<file path="config.mk">
export PLATFORM = sky130hd
export DESIGN_NAME = odd_pipe
export DESIGN_NICKNAME = d
export VERILOG_FILES = /design/src/logic/spu_odd_pkg.sv /design/src/logic/branch_unit.sv /design/src/logic/forward_pipe.sv /design/src/logic/odd_pipe.sv /design/src/logic/permute_unit.sv
export VERILOG_INCLUDE_DIRS = /design/src /design/src/logic
export SDC_FILE = /design/constraint.sdc
export NUM_CORES = 2
export LEC_CHECK = 0
export ABC_AREA = 1
export BUFFER_PORTS_ARGS = -buffer_cell sky130_fd_sc_hd__buf_2
export CAP_MARGIN = 5
export CORE_AREA = 2 2 528 530
export CTS_CLUSTER_SIZE = 24
export DETAILED_ROUTE_END_ITERATION = 6
export DIE_AREA = 0 0 530 532
export GPL_TIMING_DRIVEN = 0
export PLACE_DENSITY = 0.46
export SYNTH_ARGS = -nofsm -noshare
export SYNTH_HDL_FRONTEND = slang
export SYNTH_SLANG_ARGS = --single-unit
</file>
<file path="constraint.sdc">
create_clock -name clock -period 4.11 [get_ports clock]
set_clock_uncertainty 0.05 [all_clocks]
set_input_delay 0.2055 -clock clock [delete_from_list [all_inputs] [get_ports clock]]
set_output_delay 0.2055 -clock clock [all_outputs]
set_load 0.03 [all_outputs]
</file>
<file path="src/logic/spu_odd_defines.svh">
`ifndef SPU_ODD_DEFINES_SVH
`define SPU_ODD_DEFINES_SVH

// datapath widths
`define QUADWORD_BITS 128
`define PC_BITS 32
`define REG_ADDR_BITS 7
`define IMM7_BITS 7
`define IMM16_BITS 16

// stage 1 plus six registered stages
`define FW_STAGES 7

// cycles until the result may be forwarded
`define PERMUTE_LATENCY 4
`define BRANCH_LATENCY 1

// unit ids as seen by the forwarding logic
`define PERMUTE_UNIT_ID 5
`define BRANCH_UNIT_ID 7

// packet field widths
`define UNIT_ID_BITS 3
`define LATENCY_BITS 4

`endif

</file>
<file path="src/logic/spu_odd_pkg.sv">
`default_nettype none

`include "spu_odd_defines.svh"

package spu_odd_pkg;

    // all vectors are big-endian, bit 0 is the msb
    typedef logic [0:`QUADWORD_BITS-1] quadword_t;
    typedef logic [0:`PC_BITS-1]       pc_t;
    typedef logic [0:`REG_ADDR_BITS-1] reg_addr_t;
    typedef logic [0:`IMM7_BITS-1]     imm7_t;
    typedef logic [0:`IMM16_BITS-1]    imm16_t;
    typedef logic [0:`UNIT_ID_BITS-1]  unit_id_t;
    typedef logic [0:`LATENCY_BITS-1]  latency_t;

    // permute opcodes occupy 1 to 13 and branch opcodes 14 to 21,
    // the top level decodes the unit by range
    typedef enum logic [4:0] {
        NO_OPERATION = 5'd0,
        SHIFT_LEFT_QUADWORD_BY_BITS,
        SHIFT_LEFT_QUADWORD_BY_BITS_IMMEDIATE,
        SHIFT_LEFT_QUADWORD_BY_BYTES,
        SHIFT_LEFT_QUADWORD_BY_BYTE_IMMEDIATE,
        SHIFT_LEFT_QUADWORD_BY_BYTES_FROM_BIT_SHIFT_COUNT,
        ROTATE_QUADWORD_BY_BYTES,
        ROTATE_QUADWORD_BY_BYTES_IMMEDIATE,
        ROTATE_QUADWORD_BY_BYTES_FROM_BIT_SHIFT_COUNT,
        ROTATE_QUADWORD_BY_BITS,
        ROTATE_QUADWORD_BY_BITS_IMMEDIATE,
        GATHER_BITS_FROM_BYTES,
        GATHER_BITS_FROM_HALFWORDS,
        GATHER_BITS_FROM_WORDS,
        BRANCH_RELATIVE,
        BRANCH_ABSOLUTE,
        BRANCH_RELATIVE_AND_SET_LINK,
        BRANCH_ABSOLUTE_AND_SET_LINK,
        BRANCH_IF_NOT_ZERO_WORD,
        BRANCH_IF_ZERO_WORD,
        BRANCH_IF_NOT_ZERO_HALFWORD,
        BRANCH_IF_ZERO_HALFWORD
    } opcode_t;

    // 143 bits, unit id in the top bits
    typedef struct packed {
        unit_id_t  unit_id;
        quadword_t rt_value;
        logic      wrt_en;
        reg_addr_t rt_addr;
        latency_t  latency;
    } fw_packet_t;

    // instruction as held in the issue register
    typedef struct packed {
        opcode_t   op;
        quadword_t ra;
        quadword_t rb;
        reg_addr_t rt_addr;
        imm7_t     i7;
        imm16_t    i16;
        pc_t       pc;
    } issue_t;

endpackage

`default_nettype wire

</file>
<file path="src/logic/branch_unit.sv">
`timescale 1ns/100ps
`default_nettype none

`include "spu_odd_defines.svh"

module branch_unit (
    input  wire spu_odd_pkg::issue_t      iss,
    output spu_odd_pkg::fw_packet_t       pkt,
    output logic                          taken,
    output spu_odd_pkg::pc_t              target
);

    spu_odd_pkg::pc_t offset;
    spu_odd_pkg::pc_t relative;
    spu_odd_pkg::pc_t aligned;
    logic             link;

    // word offset, sign extended
    assign offset = {{(`PC_BITS - `IMM16_BITS - 2){iss.i16[0]}}, iss.i16, 2'b00};
    assign relative = iss.pc + offset;
    assign aligned = {relative[0:`PC_BITS-3], 2'b00};

    always_comb
    begin
        taken = 1'b0;
        target = '0;
        link = 1'b0;
        case (iss.op)
            spu_odd_pkg::BRANCH_RELATIVE:
            begin
                taken = 1'b1;
                target = relative;
            end
            spu_odd_pkg::BRANCH_ABSOLUTE:
            begin
                taken = 1'b1;
                target = offset;
            end
            spu_odd_pkg::BRANCH_RELATIVE_AND_SET_LINK:
            begin
                taken = 1'b1;
                link = 1'b1;
                target = relative;
            end
            spu_odd_pkg::BRANCH_ABSOLUTE_AND_SET_LINK:
            begin
                taken = 1'b1;
                link = 1'b1;
                target = offset;
            end
            // conditional forms test the preferred slot of rb
            spu_odd_pkg::BRANCH_IF_NOT_ZERO_WORD:
                taken = (iss.rb[0:31] != '0);
            spu_odd_pkg::BRANCH_IF_ZERO_WORD:
                taken = (iss.rb[0:31] == '0);
            spu_odd_pkg::BRANCH_IF_NOT_ZERO_HALFWORD:
                taken = (iss.rb[16:31] != '0);
            spu_odd_pkg::BRANCH_IF_ZERO_HALFWORD:
                taken = (iss.rb[16:31] == '0);
            default:
                taken = 1'b0;
        endcase
        if (taken && !link && iss.op >= spu_odd_pkg::BRANCH_IF_NOT_ZERO_WORD)
            target = aligned;
    end

    always_comb
    begin
        pkt.unit_id = spu_odd_pkg::unit_id_t'(`BRANCH_UNIT_ID);
        pkt.rt_value = '0;
        // return address goes to word 0
        if (link)
            pkt.rt_value[0:`PC_BITS-1] = iss.pc + `PC_BITS'(4);
        pkt.wrt_en = link;
        pkt.rt_addr = iss.rt_addr;
        pkt.latency = spu_odd_pkg::latency_t'(`BRANCH_LATENCY);
    end

    // with a word aligned pc every taken branch lands on a word boundary
    a_target_aligned : assert property (@(iss)
        taken && iss.pc[`PC_BITS-2:`PC_BITS-1] == 2'b00
            |-> target[`PC_BITS-2:`PC_BITS-1] == 2'b00);

endmodule

`default_nettype wire

</file>
<file path="src/logic/forward_pipe.sv">
`timescale 1ns/100ps
`default_nettype none

`include "spu_odd_defines.svh"

module forward_pipe (
    input  wire                           clock,
    input  wire                           reset,
    input  wire spu_odd_pkg::fw_packet_t  stage1,
    output spu_odd_pkg::fw_packet_t       stages [1:`FW_STAGES]
);

    // registered stages only, stage 1 is combinational
    spu_odd_pkg::fw_packet_t pipe_q [2:`FW_STAGES];

    always_ff @(posedge clock)
    begin
        if (reset)
        begin
            for (int s = 2; s <= `FW_STAGES; s++)
                pipe_q[s] <= '0;
        end
        else
        begin
            pipe_q[2] <= stage1;
            for (int s = 3; s <= `FW_STAGES; s++)
                pipe_q[s] <= pipe_q[s-1];
        end
    end

    always_comb
    begin
        stages[1] = stage1;
        for (int s = 2; s <= `FW_STAGES; s++)
            stages[s] = pipe_q[s];
    end

    // a writing result must tell the consumer when it is ready
    a_latency_set : assert property (@(posedge clock) disable iff (reset)
        stage1.wrt_en |-> stage1.latency != '0);

endmodule

`default_nettype wire

</file>
<file path="src/logic/odd_pipe.sv">
`timescale 1ns/100ps
`default_nettype none

`include "spu_odd_defines.svh"

module odd_pipe (
    input  wire                           clock,
    input  wire                           reset,
    input  wire spu_odd_pkg::opcode_t     op,
    input  wire spu_odd_pkg::quadword_t   ra,
    input  wire spu_odd_pkg::quadword_t   rb,
    input  wire spu_odd_pkg::reg_addr_t   rt_addr,
    input  wire spu_odd_pkg::imm7_t       i7,
    input  wire spu_odd_pkg::imm16_t      i16,
    input  wire spu_odd_pkg::pc_t         pc_in,
    output spu_odd_pkg::fw_packet_t       fw_stages [1:`FW_STAGES],
    output logic                          branch_taken,
    output spu_odd_pkg::pc_t              pc_out
);

    spu_odd_pkg::issue_t     iss;
    spu_odd_pkg::fw_packet_t perm_pkt;
    spu_odd_pkg::fw_packet_t br_pkt;
    spu_odd_pkg::fw_packet_t stage1;
    spu_odd_pkg::pc_t        target;
    logic                    taken;
    logic                    is_permute;
    logic                    is_branch;

    // issue register with the opcode cleared to no-op by reset
    always_ff @(posedge clock)
    begin
        iss.ra <= ra;
        iss.rb <= rb;
        iss.rt_addr <= rt_addr;
        iss.i7 <= i7;
        iss.i16 <= i16;
        iss.pc <= pc_in;
        if (reset)
            iss.op <= spu_odd_pkg::NO_OPERATION;
        else
            iss.op <= op;
    end

    permute_unit u_permute (
        .iss (iss),
        .pkt (perm_pkt)
    );

    branch_unit u_branch (
        .iss    (iss),
        .pkt    (br_pkt),
        .taken  (taken),
        .target (target)
    );

    // unit decode by opcode range
    assign is_permute = iss.op inside {[spu_odd_pkg::SHIFT_LEFT_QUADWORD_BY_BITS :
                                        spu_odd_pkg::GATHER_BITS_FROM_WORDS]};
    assign is_branch = iss.op inside {[spu_odd_pkg::BRANCH_RELATIVE :
                                       spu_odd_pkg::BRANCH_IF_ZERO_HALFWORD]};

    always_comb
    begin
        if (is_permute)
            stage1 = perm_pkt;
        else if (is_branch)
            stage1 = br_pkt;
        else
            stage1 = '0;
    end

    // pc redirect straight from the issued branch
    assign branch_taken = is_branch & taken;
    assign pc_out = is_branch ? target : '0;

    forward_pipe u_forward (
        .clock  (clock),
        .reset  (reset),
        .stage1 (stage1),
        .stages (fw_stages)
    );

endmodule

`default_nettype wire

</file>
<file path="src/logic/permute_unit.sv">
`timescale 1ns/100ps
`default_nettype none

`include "spu_odd_defines.svh"

module permute_unit (
    input  wire spu_odd_pkg::issue_t      iss,
    output spu_odd_pkg::fw_packet_t       pkt
);

    localparam int BYTE     = 8;
    localparam int HALFWORD = 16;
    localparam int WORD     = 32;

    // shift amount in bits, byte shifts reach 31*8
    logic [7:0]             amount;
    logic                   rotate;
    logic                   use_gather;
    logic                   valid;
    spu_odd_pkg::quadword_t gathered;
    spu_odd_pkg::quadword_t shifted;

    // one shifter serves every shift and rotate form
    function automatic spu_odd_pkg::quadword_t shift_left(
        input spu_odd_pkg::quadword_t value,
        input logic [7:0]             count,
        input logic                   wrap
    );
        spu_odd_pkg::quadword_t moved;
        spu_odd_pkg::quadword_t spill;
        moved = value << count;
        // count of zero shifts by the full width and leaves nothing
        spill = value >> (`QUADWORD_BITS - count);
        return wrap ? (moved | spill) : moved;
    endfunction

    always_comb
    begin
        amount = '0;
        rotate = 1'b0;
        use_gather = 1'b0;
        valid = 1'b1;
        gathered = '0;
        case (iss.op)
            spu_odd_pkg::SHIFT_LEFT_QUADWORD_BY_BITS:
                amount = {5'd0, iss.rb[29:31]};
            spu_odd_pkg::SHIFT_LEFT_QUADWORD_BY_BITS_IMMEDIATE:
                amount = {5'd0, iss.i7[4:6]};
            spu_odd_pkg::SHIFT_LEFT_QUADWORD_BY_BYTES:
                amount = {iss.rb[27:31], 3'b000};
            spu_odd_pkg::SHIFT_LEFT_QUADWORD_BY_BYTE_IMMEDIATE:
                amount = {iss.i7[2:6], 3'b000};
            spu_odd_pkg::SHIFT_LEFT_QUADWORD_BY_BYTES_FROM_BIT_SHIFT_COUNT:
                amount = {iss.rb[24:28], 3'b000};
            spu_odd_pkg::ROTATE_QUADWORD_BY_BYTES:
            begin
                rotate = 1'b1;
                amount = {1'b0, iss.rb[28:31], 3'b000};
            end
            spu_odd_pkg::ROTATE_QUADWORD_BY_BYTES_IMMEDIATE:
            begin
                rotate = 1'b1;
                amount = {1'b0, iss.i7[3:6], 3'b000};
            end
            spu_odd_pkg::ROTATE_QUADWORD_BY_BYTES_FROM_BIT_SHIFT_COUNT:
            begin
                rotate = 1'b1;
                amount = {1'b0, iss.rb[25:28], 3'b000};
            end
            spu_odd_pkg::ROTATE_QUADWORD_BY_BITS:
            begin
                rotate = 1'b1;
                amount = {5'd0, iss.rb[29:31]};
            end
            spu_odd_pkg::ROTATE_QUADWORD_BY_BITS_IMMEDIATE:
            begin
                rotate = 1'b1;
                amount = {5'd0, iss.i7[4:6]};
            end
            // element 0 lands in the msb of the right-justified field
            spu_odd_pkg::GATHER_BITS_FROM_BYTES:
            begin
                use_gather = 1'b1;
                for (int j = 0; j < 16; j++)
                    gathered[WORD - 16 + j] = iss.ra[j * BYTE + BYTE - 1];
            end
            spu_odd_pkg::GATHER_BITS_FROM_HALFWORDS:
            begin
                use_gather = 1'b1;
                for (int j = 0; j < 8; j++)
                    gathered[WORD - 8 + j] = iss.ra[j * HALFWORD + HALFWORD - 1];
            end
            spu_odd_pkg::GATHER_BITS_FROM_WORDS:
            begin
                use_gather = 1'b1;
                for (int j = 0; j < 4; j++)
                    gathered[WORD - 4 + j] = iss.ra[j * WORD + WORD - 1];
            end
            default:
                valid = 1'b0;
        endcase
    end

    assign shifted = shift_left(iss.ra, amount, rotate);

    always_comb
    begin
        pkt.unit_id = spu_odd_pkg::unit_id_t'(`PERMUTE_UNIT_ID);
        pkt.rt_value = '0;
        if (valid)
            pkt.rt_value = use_gather ? gathered : shifted;
        pkt.wrt_en = valid;
        pkt.rt_addr = iss.rt_addr;
        pkt.latency = spu_odd_pkg::latency_t'(`PERMUTE_LATENCY);
    end

    // the opcode range in the package must agree with the decode above
    a_permute_writes : assert property (@(iss.op)
        iss.op inside {[spu_odd_pkg::SHIFT_LEFT_QUADWORD_BY_BITS :
                        spu_odd_pkg::GATHER_BITS_FROM_WORDS]} |-> pkt.wrt_en);

endmodule

`default_nettype wire

</file>
# ---- Yosys cells after proc, flatten, opt, wreduce, memory -nomap -nowiden
# Memory sizes are Yosys's and may differ from the RTL's.
# Index checks and enable logic that the tools add are counted.
# W data, S select, Z words.
dict set report op_classes {
  addsub 3
  order_cmp 5
  n_eq_ne 21
  shifts 2
  n_mux 27
  bitwise_logic 8
  reduce_logical 18
}
# op n
set op_table {}
lappend op_table {{$mux W143} 8}
lappend op_table {{$mux W128} 3}
lappend op_table {{$or A128 B128 Y128} 1}
lappend op_table {{$shl A128 B8 Y128} 1}
lappend op_table {{$shr A128 B32 Y128} 1}
lappend op_table {{$mux W32} 3}
lappend op_table {{$pmux W32 S2} 1}
lappend op_table {{$pmux W8 S8} 1}
lappend op_table {{$eq A5 B4 Y1 const B} 8}
lappend op_table {{$add A32 B3 Y32 const B} 1}
lappend op_table {{$add A32 B32 Y32} 1}
lappend op_table {{$logic_not A32 Y1} 1}
lappend op_table {{$reduce_bool A32 Y1} 1}
lappend op_table {{$eq A5 B5 Y1 const B} 6}
lappend op_table {{$eq A5 B3 Y1 const B} 4}
lappend op_table {{$logic_not A16 Y1} 1}
lappend op_table {{$reduce_bool A16 Y1} 1}
lappend op_table {{$reduce_or A13 Y1} 1}
lappend op_table {{$pmux W4 S3} 1}
lappend op_table {{$eq A5 B2 Y1 const B} 2}
lappend op_table {{$reduce_or A2 Y1} 5}
lappend op_table {{$sub A8 B8 Y9 const A} 1}
lappend op_table {{$mux W8} 1}
lappend op_table {{$pmux W4 S2} 1}
lappend op_table {{15 further kinds} 29}
dict set report word_totals {
  regBits 321
  ramBits 858
  input_bits 325
  word_cells 92
  memories 1
}
# name words word_bits rd rd_clocked_by_memory_dff wr line_no
set mem_list {}
lappend mem_list {u_forward.pipe_q 6 143 6 0 6 forward_pipe.sv:14} ;# spu_odd_pkg::fw_packet_t pipe_q [2:`FW_STAGES];

# ---- Logic depth before layout (Yosys ltp)
dict set report logic_depth {
  ltp_word 11
  mapped_depth 29
  depth_no_buf 23
}

# ---- Modules after synthesis
# A second synthesis with hierarchy kept.
dict set report hier_totals {
  cells_unflattened 9123
  hier_area_um2 59668.5
}
# module instances cells_each area_each_um2
set modules_own_cells {}
lappend modules_own_cells {forward_pipe 1 2812 25388.1}
lappend modules_own_cells {permute_unit 1 4516 20338.3}
lappend modules_own_cells {odd_pipe 1 917 9316.4}
lappend modules_own_cells {branch_unit 1 878 4625.7}

# ---- Worst setup path before layout
# No wires, ideal clock.
dict set report synth_timing {
  path_type {flip-flop to output port}
  from {register iss[322] (netlist name)}
  to {output fw_stages[885] in the netlist's numbering}
  arrival_ns 3.583
  path_slack_ns 0.272
  stages_incl_launch_ff 26
  n_path_buf 7
  path_cell_list {dfxtp_1 -> buf_2 -> inv_4 -> nand2_4 -> nor2_4 -> inv_1 -> o22ai_4 -> inv_2 -> buf_2 -> buf_2 -> buf_2 -> ha_1 -> clkbuf_1 -> inv_1 -> clkbuf_1 -> buf_1 -> nand3_1 -> nand3_1 -> nand3_1 -> nand3_1 -> nand3_1 -> nand3_1 -> nand3_1 -> nand2_1 -> nand2_1 -> inv_1}
}
# item line_no
set synth_rtl {}
lappend synth_rtl {{end, declared} odd_pipe.sv:16} ;# output spu_odd_pkg::fw_packet_t fw_stages [1:`FW_STAGES],

==> results_tabular.tex <==
\begin{tabular}{lr}
\hline
Metric & Value \\
\hline
\multicolumn{2}{l}{\textbf{Status}} \\
\quad Run status & complete, but fails checks \\
\quad Violations in the final reports & design-rule violations, negative setup slack \\
\multicolumn{2}{l}{\textbf{Die}} \\
\quad I/O pins & between 1000 and 1500 \\
\quad Die height & between 500 and 600 µm \\
\quad Area of the die & 282000 µm² \\
\quad Initial core utilization & between 10\% and 20\% \\
\quad Chip width & 530 µm \\
\quad Core box area & approximately 280000 µm² \\
\quad Site row count & 193 \\
\multicolumn{2}{l}{\textbf{Critical path}} \\
\quad Endpoint class of the critical path & primary output \\
\quad Largest stage delay on the critical path & about 600 ps \\
\quad Worst endpoint data arrival time & 5480 ps \\
\quad Worst Reg2Reg Path Length in Cells & 35 \\
\quad Required time at the endpoint of the critical path & 3850 ps \\
\quad Cell at the slowest stage of the critical path & sky130\_fd\_sc\_hd\_\_o211ai\_1 \\
\quad Critical Path Source Type & register \\
\quad Critical path peak fanout & 10 \\
\quad Category of the most critical setup path & register to primary output \\
\multicolumn{2}{l}{\textbf{Synthesis}} \\
\quad Number of synthesized flops with an enable pin & 0 \\
\quad Cell type with the largest total area after synthesis & sky130\_fd\_sc\_hd\_\_dfxtp\_1 \\
\quad Top FF cell, synth & sky130\_fd\_sc\_hd\_\_dfxtp\_1 \\
\quad Mapped Area & 51200 µm² \\
\quad Post-synth ARST share & 0\% \\
\quad Share of the yosys chip area belonging to registers & 41.4\% \\
\quad Count of different cell masters after synthesis & 63 \\
\quad Number of warning messages in the yosys log & 0 \\
\quad Proportion of netlist area held by the largest area contributor & 41.4\% \\
\quad Synth area leaders & sky130\_fd\_sc\_hd\_\_dfxtp\_1 41\%, sky130\_fd\_sc\_hd\_\_nand3\_1 15\%, sky130\_fd\_sc\_hd\_\_nand2\_1 13\%, sky130\_fd\_sc\_hd\_\_inv\_1 9.0\%, sky130\_fd\_sc\_hd\_\_nor2\_1 7.1\% \\
\quad FF+latch count, synth & 1059 \\
\quad Mean area per synthesized cell & 6.47 µm² \\
\quad Number of standard cells after synthesis & 7910 \\
\multicolumn{2}{l}{\textbf{Global routing}} \\
\quad Maximum number of pins on one net before global-route repair & 23 \\
\quad Total congestion overflow & 0 \\
\quad Overall fraction of global-route tracks in use & 30.5\% \\
\quad Initial antenna violation count & 25 \\
\quad Vias in the first global route & 61284 \\
\quad First-pass GRT wire length & $\sim$580000 µm \\
\multicolumn{2}{l}{\textbf{STA}} \\
\quad Max-slew headroom & 4.42\% \\
\quad Setup repair after global routing missed its margin & true \\
\quad Slew @ Worst Pin & 1430 ps \\
\quad Setup violations, final & $\sim$240 \\
\quad Final critical-path share of the clock period & 140\% \\
\quad PnR worst setup slack & -1630 ps \\
\quad Max frequency & 174 MHz \\
\quad Number of endpoints with negative hold slack in the final report & 0 \\
\quad Minimum clock period after layout & between 5000 and 6000 ps \\
\quad Max-slew violation total from the final report & 0 \\
\quad Final worst hold slack & 94.5 ps \\
\multicolumn{2}{l}{\textbf{Clock network}} \\
\quad Cell at the root of the clock tree & sky130\_fd\_sc\_hd\_\_clkbuf\_16 \\
\quad TritonCTS Sinks & 1059 \\
\quad Cts bufs inserted & around 120 \\
\quad Maximum level of the CTS H-tree & 3 \\
\quad Source-to-sink clock delay at the later pin of the worst-skew pair & roughly 890 ps \\
\quad TritonCTS clock tree & yes \\
\quad CTS max path bufs & 4 \\
\quad Clock transition at path regs & about 60 ps \\
\multicolumn{2}{l}{\textbf{Drt}} \\
\quad Wirelength, routed & 449000 µm \\
\quad Number of vias after detailed routing & 65012 \\
\quad Average via count per standard cell & 4.67 \\
\quad Final ANT Viol Nets & 0 \\
\quad Total DRC errors in the routed layout & 3 \\
\quad Drt first-iter violations & 6296 \\
\quad Number of iterations in the first detailed-routing pass & 7 \\
\quad Routed length per instance & 32.2 µm \\
\multicolumn{2}{l}{\textbf{Min path}} \\
\quad Hold crit path type & input port to register \\
\quad Count of cells along the worst hold path & 4 \\
\multicolumn{2}{l}{\textbf{Power and ir drop}} \\
\quad Leakage power summed over all cells & 41.5 nW \\
\quad Worst IR Drop VDD & 456 µV \\
\quad Total power density per cell area & 475 nW/µm² \\
\multicolumn{2}{l}{\textbf{Place}} \\
\quad Final weighted congestion of routability-driven global placement & around 1.0 \\
\quad Sum of net half-perimeters after detailed placement & $\sim$380000 µm \\
\quad Port-buffer cells & 1245 \\
\quad Placed Instance Area & 62200 µm² \\
\multicolumn{2}{l}{\textbf{Layout}} \\
\quad Number of fill cells & $\sim$30000 \\
\quad Leading cell type in the layout, fill and taps excluded & sky130\_fd\_sc\_hd\_\_nand2\_1 \\
\quad Fin nets & between 10000 and 15000 \\
\quad Commonest non-fill, non-tap cells in the layout & 1409 x sky130\_fd\_sc\_hd\_\_nand2\_1, 1181 x sky130\_fd\_sc\_hd\_\_buf\_2, 1146 x sky130\_fd\_sc\_hd\_\_inv\_1 \\
\quad Fraction of final layout cells sized beyond drive strength 1 & 38.3\% \\
\quad Post-route cell area & $\sim$89000 µm² \\
\quad Final Util & between 30 and 40\% \\
\quad Synth-to-Final Area Change & 74.2\% \\
\multicolumn{2}{l}{\textbf{Job}} \\
\quad Reported max-cap violation count & 0 \\
\hline
\end{tabular}
## report_power, final
part | total [mW] | leakage, nW | switching [mW] | internal, mW
Combinational | 19.8 | 30.9 | 14.0 | 5.83
Clock | 11.4 | 2.02 | 4.76 | 6.64
Sequential | 11.2 | 8.66 | 0.451 | 10.7
## path summary, 6_finish.rpt
path	slack (ps)	start	endpoint
worst max-delay path	-1630	iss[318]$_SDFF_PP0_	fw_stages[936]
worst max register to register	-610	iss[318]$_SDFF_PP0_	u_forward.pipe_q[2][101]$_SDFF_PP0_
worst min-delay path	90	op[0]	iss[318]$_SDFF_PP0_
worst min register to register	280	u_forward.pipe_q[4][50]$_SDFF_PP0_	u_forward.pipe_q[5][50]$_SDFF_PP0_
## synth_stat cells (3+ instances only)
cell	number
sky130_fd_sc_hd__buf_2	107
sky130_fd_sc_hd__a32oi_1	3
sky130_fd_sc_hd__dfxtp_1	1059
sky130_fd_sc_hd__o2111ai_1	5
sky130_fd_sc_hd__inv_1	1232
sky130_fd_sc_hd__inv_2	19
sky130_fd_sc_hd__clkbuf_1	231
sky130_fd_sc_hd__o21a_1	5
sky130_fd_sc_hd__nand2_4	3
sky130_fd_sc_hd__xnor2_1	14
sky130_fd_sc_hd__a21oi_1	128
sky130_fd_sc_hd__a21o_1	4
sky130_fd_sc_hd__nand3_2	6
sky130_fd_sc_hd__o21ai_0	311
sky130_fd_sc_hd__a21boi_0	4
sky130_fd_sc_hd__nor4_1	16
sky130_fd_sc_hd__nand3_1	1563
sky130_fd_sc_hd__nor2_2	4
sky130_fd_sc_hd__buf_1	107
sky130_fd_sc_hd__a31oi_1	14
sky130_fd_sc_hd__buf_6	7
sky130_fd_sc_hd__a211oi_1	3
sky130_fd_sc_hd__o21ai_1	54
sky130_fd_sc_hd__xor2_1	12
sky130_fd_sc_hd__nor3_1	16
sky130_fd_sc_hd__nor2_1	970
sky130_fd_sc_hd__buf_4	43
sky130_fd_sc_hd__ha_1	31
sky130_fd_sc_hd__o211ai_1	39
sky130_fd_sc_hd__a22oi_1	4
sky130_fd_sc_hd__nor2_4	4
sky130_fd_sc_hd__nand2_1	1769
sky130_fd_sc_hd__nand4_1	31
sky130_fd_sc_hd__or2_2	28
sky130_fd_sc_hd__o21bai_1	5
sky130_fd_sc_hd__mux2i_1	16
sky130_fd_sc_hd__o31ai_1	4
sky130_fd_sc_hd__nand2_2	7
sky130_fd_sc_hd__o221ai_1	4
## state kept, by name, summed over array words and instances (netlist names)
| register | cells |
|---|---|
| u_forward.pipe_q | 834 |
| iss | 225 |
## logic make-up after synthesis
kind of cell,count (synthesis),synth area share (%)
AND/OR/NAND/NOR,4426,37.0
buffers and inverters,1749,13.5
flip-flops,1059,41.4
AO/OA/AOI/OAI,600,6.45
adder cells (fa/ha/maj),32,0.797
XOR/XNOR,27,0.477
multiplexers,16,0.313
other,1,0.00733
## routing by layer
metal | global-route usage [%] | vias to the layer above | share of wire, %
met4 | 16.7 | 8 | 7.0
li1 | - | 29262 | -
met1 | 38.4 | 31503 | 41
met5 | 0 | - | 0.010
met2 | 47.7 | 3463 | 44
met3 | 6.99 | 776 | 8.7
## worst max-delay path: cells and delay by family (launching register included)
family	cells	cell delay [ps]
AOI/OAI and AO/OA	2	660
buffers and inverters	13	1520
and+or+nand+nor	14	1860
DFF	1	370
adders and majority gates	1	170
## timing repair
item                                   in CTS  in global routing
resized for setup                        2511               1185
pin swaps                                 378                377
setup buffers                             207                162
cloned                                     12                  1
setup endpoints to repair                 285                281
endpoints found under the hold margin     225                  0
hold buffers                              447                  0
## per-stage QoR
stage	power [mW]	instances	setup TNS, ps	setup slack [ps]
floorplan	17.3	7923	0	272
global placement	24.3	12873	-588650	-2940
detailed placement	24.2	12879	-556230	-2850
CTS	40.1	13759	-190190	-1690
global route	43.3	13902	-193740	-1660
finish	42.4	13916	-173300	-1630
## cell type report
cell class              instances  area (µm²)  share of cell area (%)
diodes                         18        45.0                  0.0505
plain buffers                 492        3270                    3.67
clock buffers                 156        3360                    3.77
clock inverters                59         748                   0.839
inverters                    1253        4790                    5.37
multi-input cells            5116       35900                    40.2
flip-flops and latches       1059       21200                    23.8
well taps                    3705        4640                    5.20
repair buffers               2058       15200                    17.1
No activity file was read; power rests on OpenSTA's default activity.
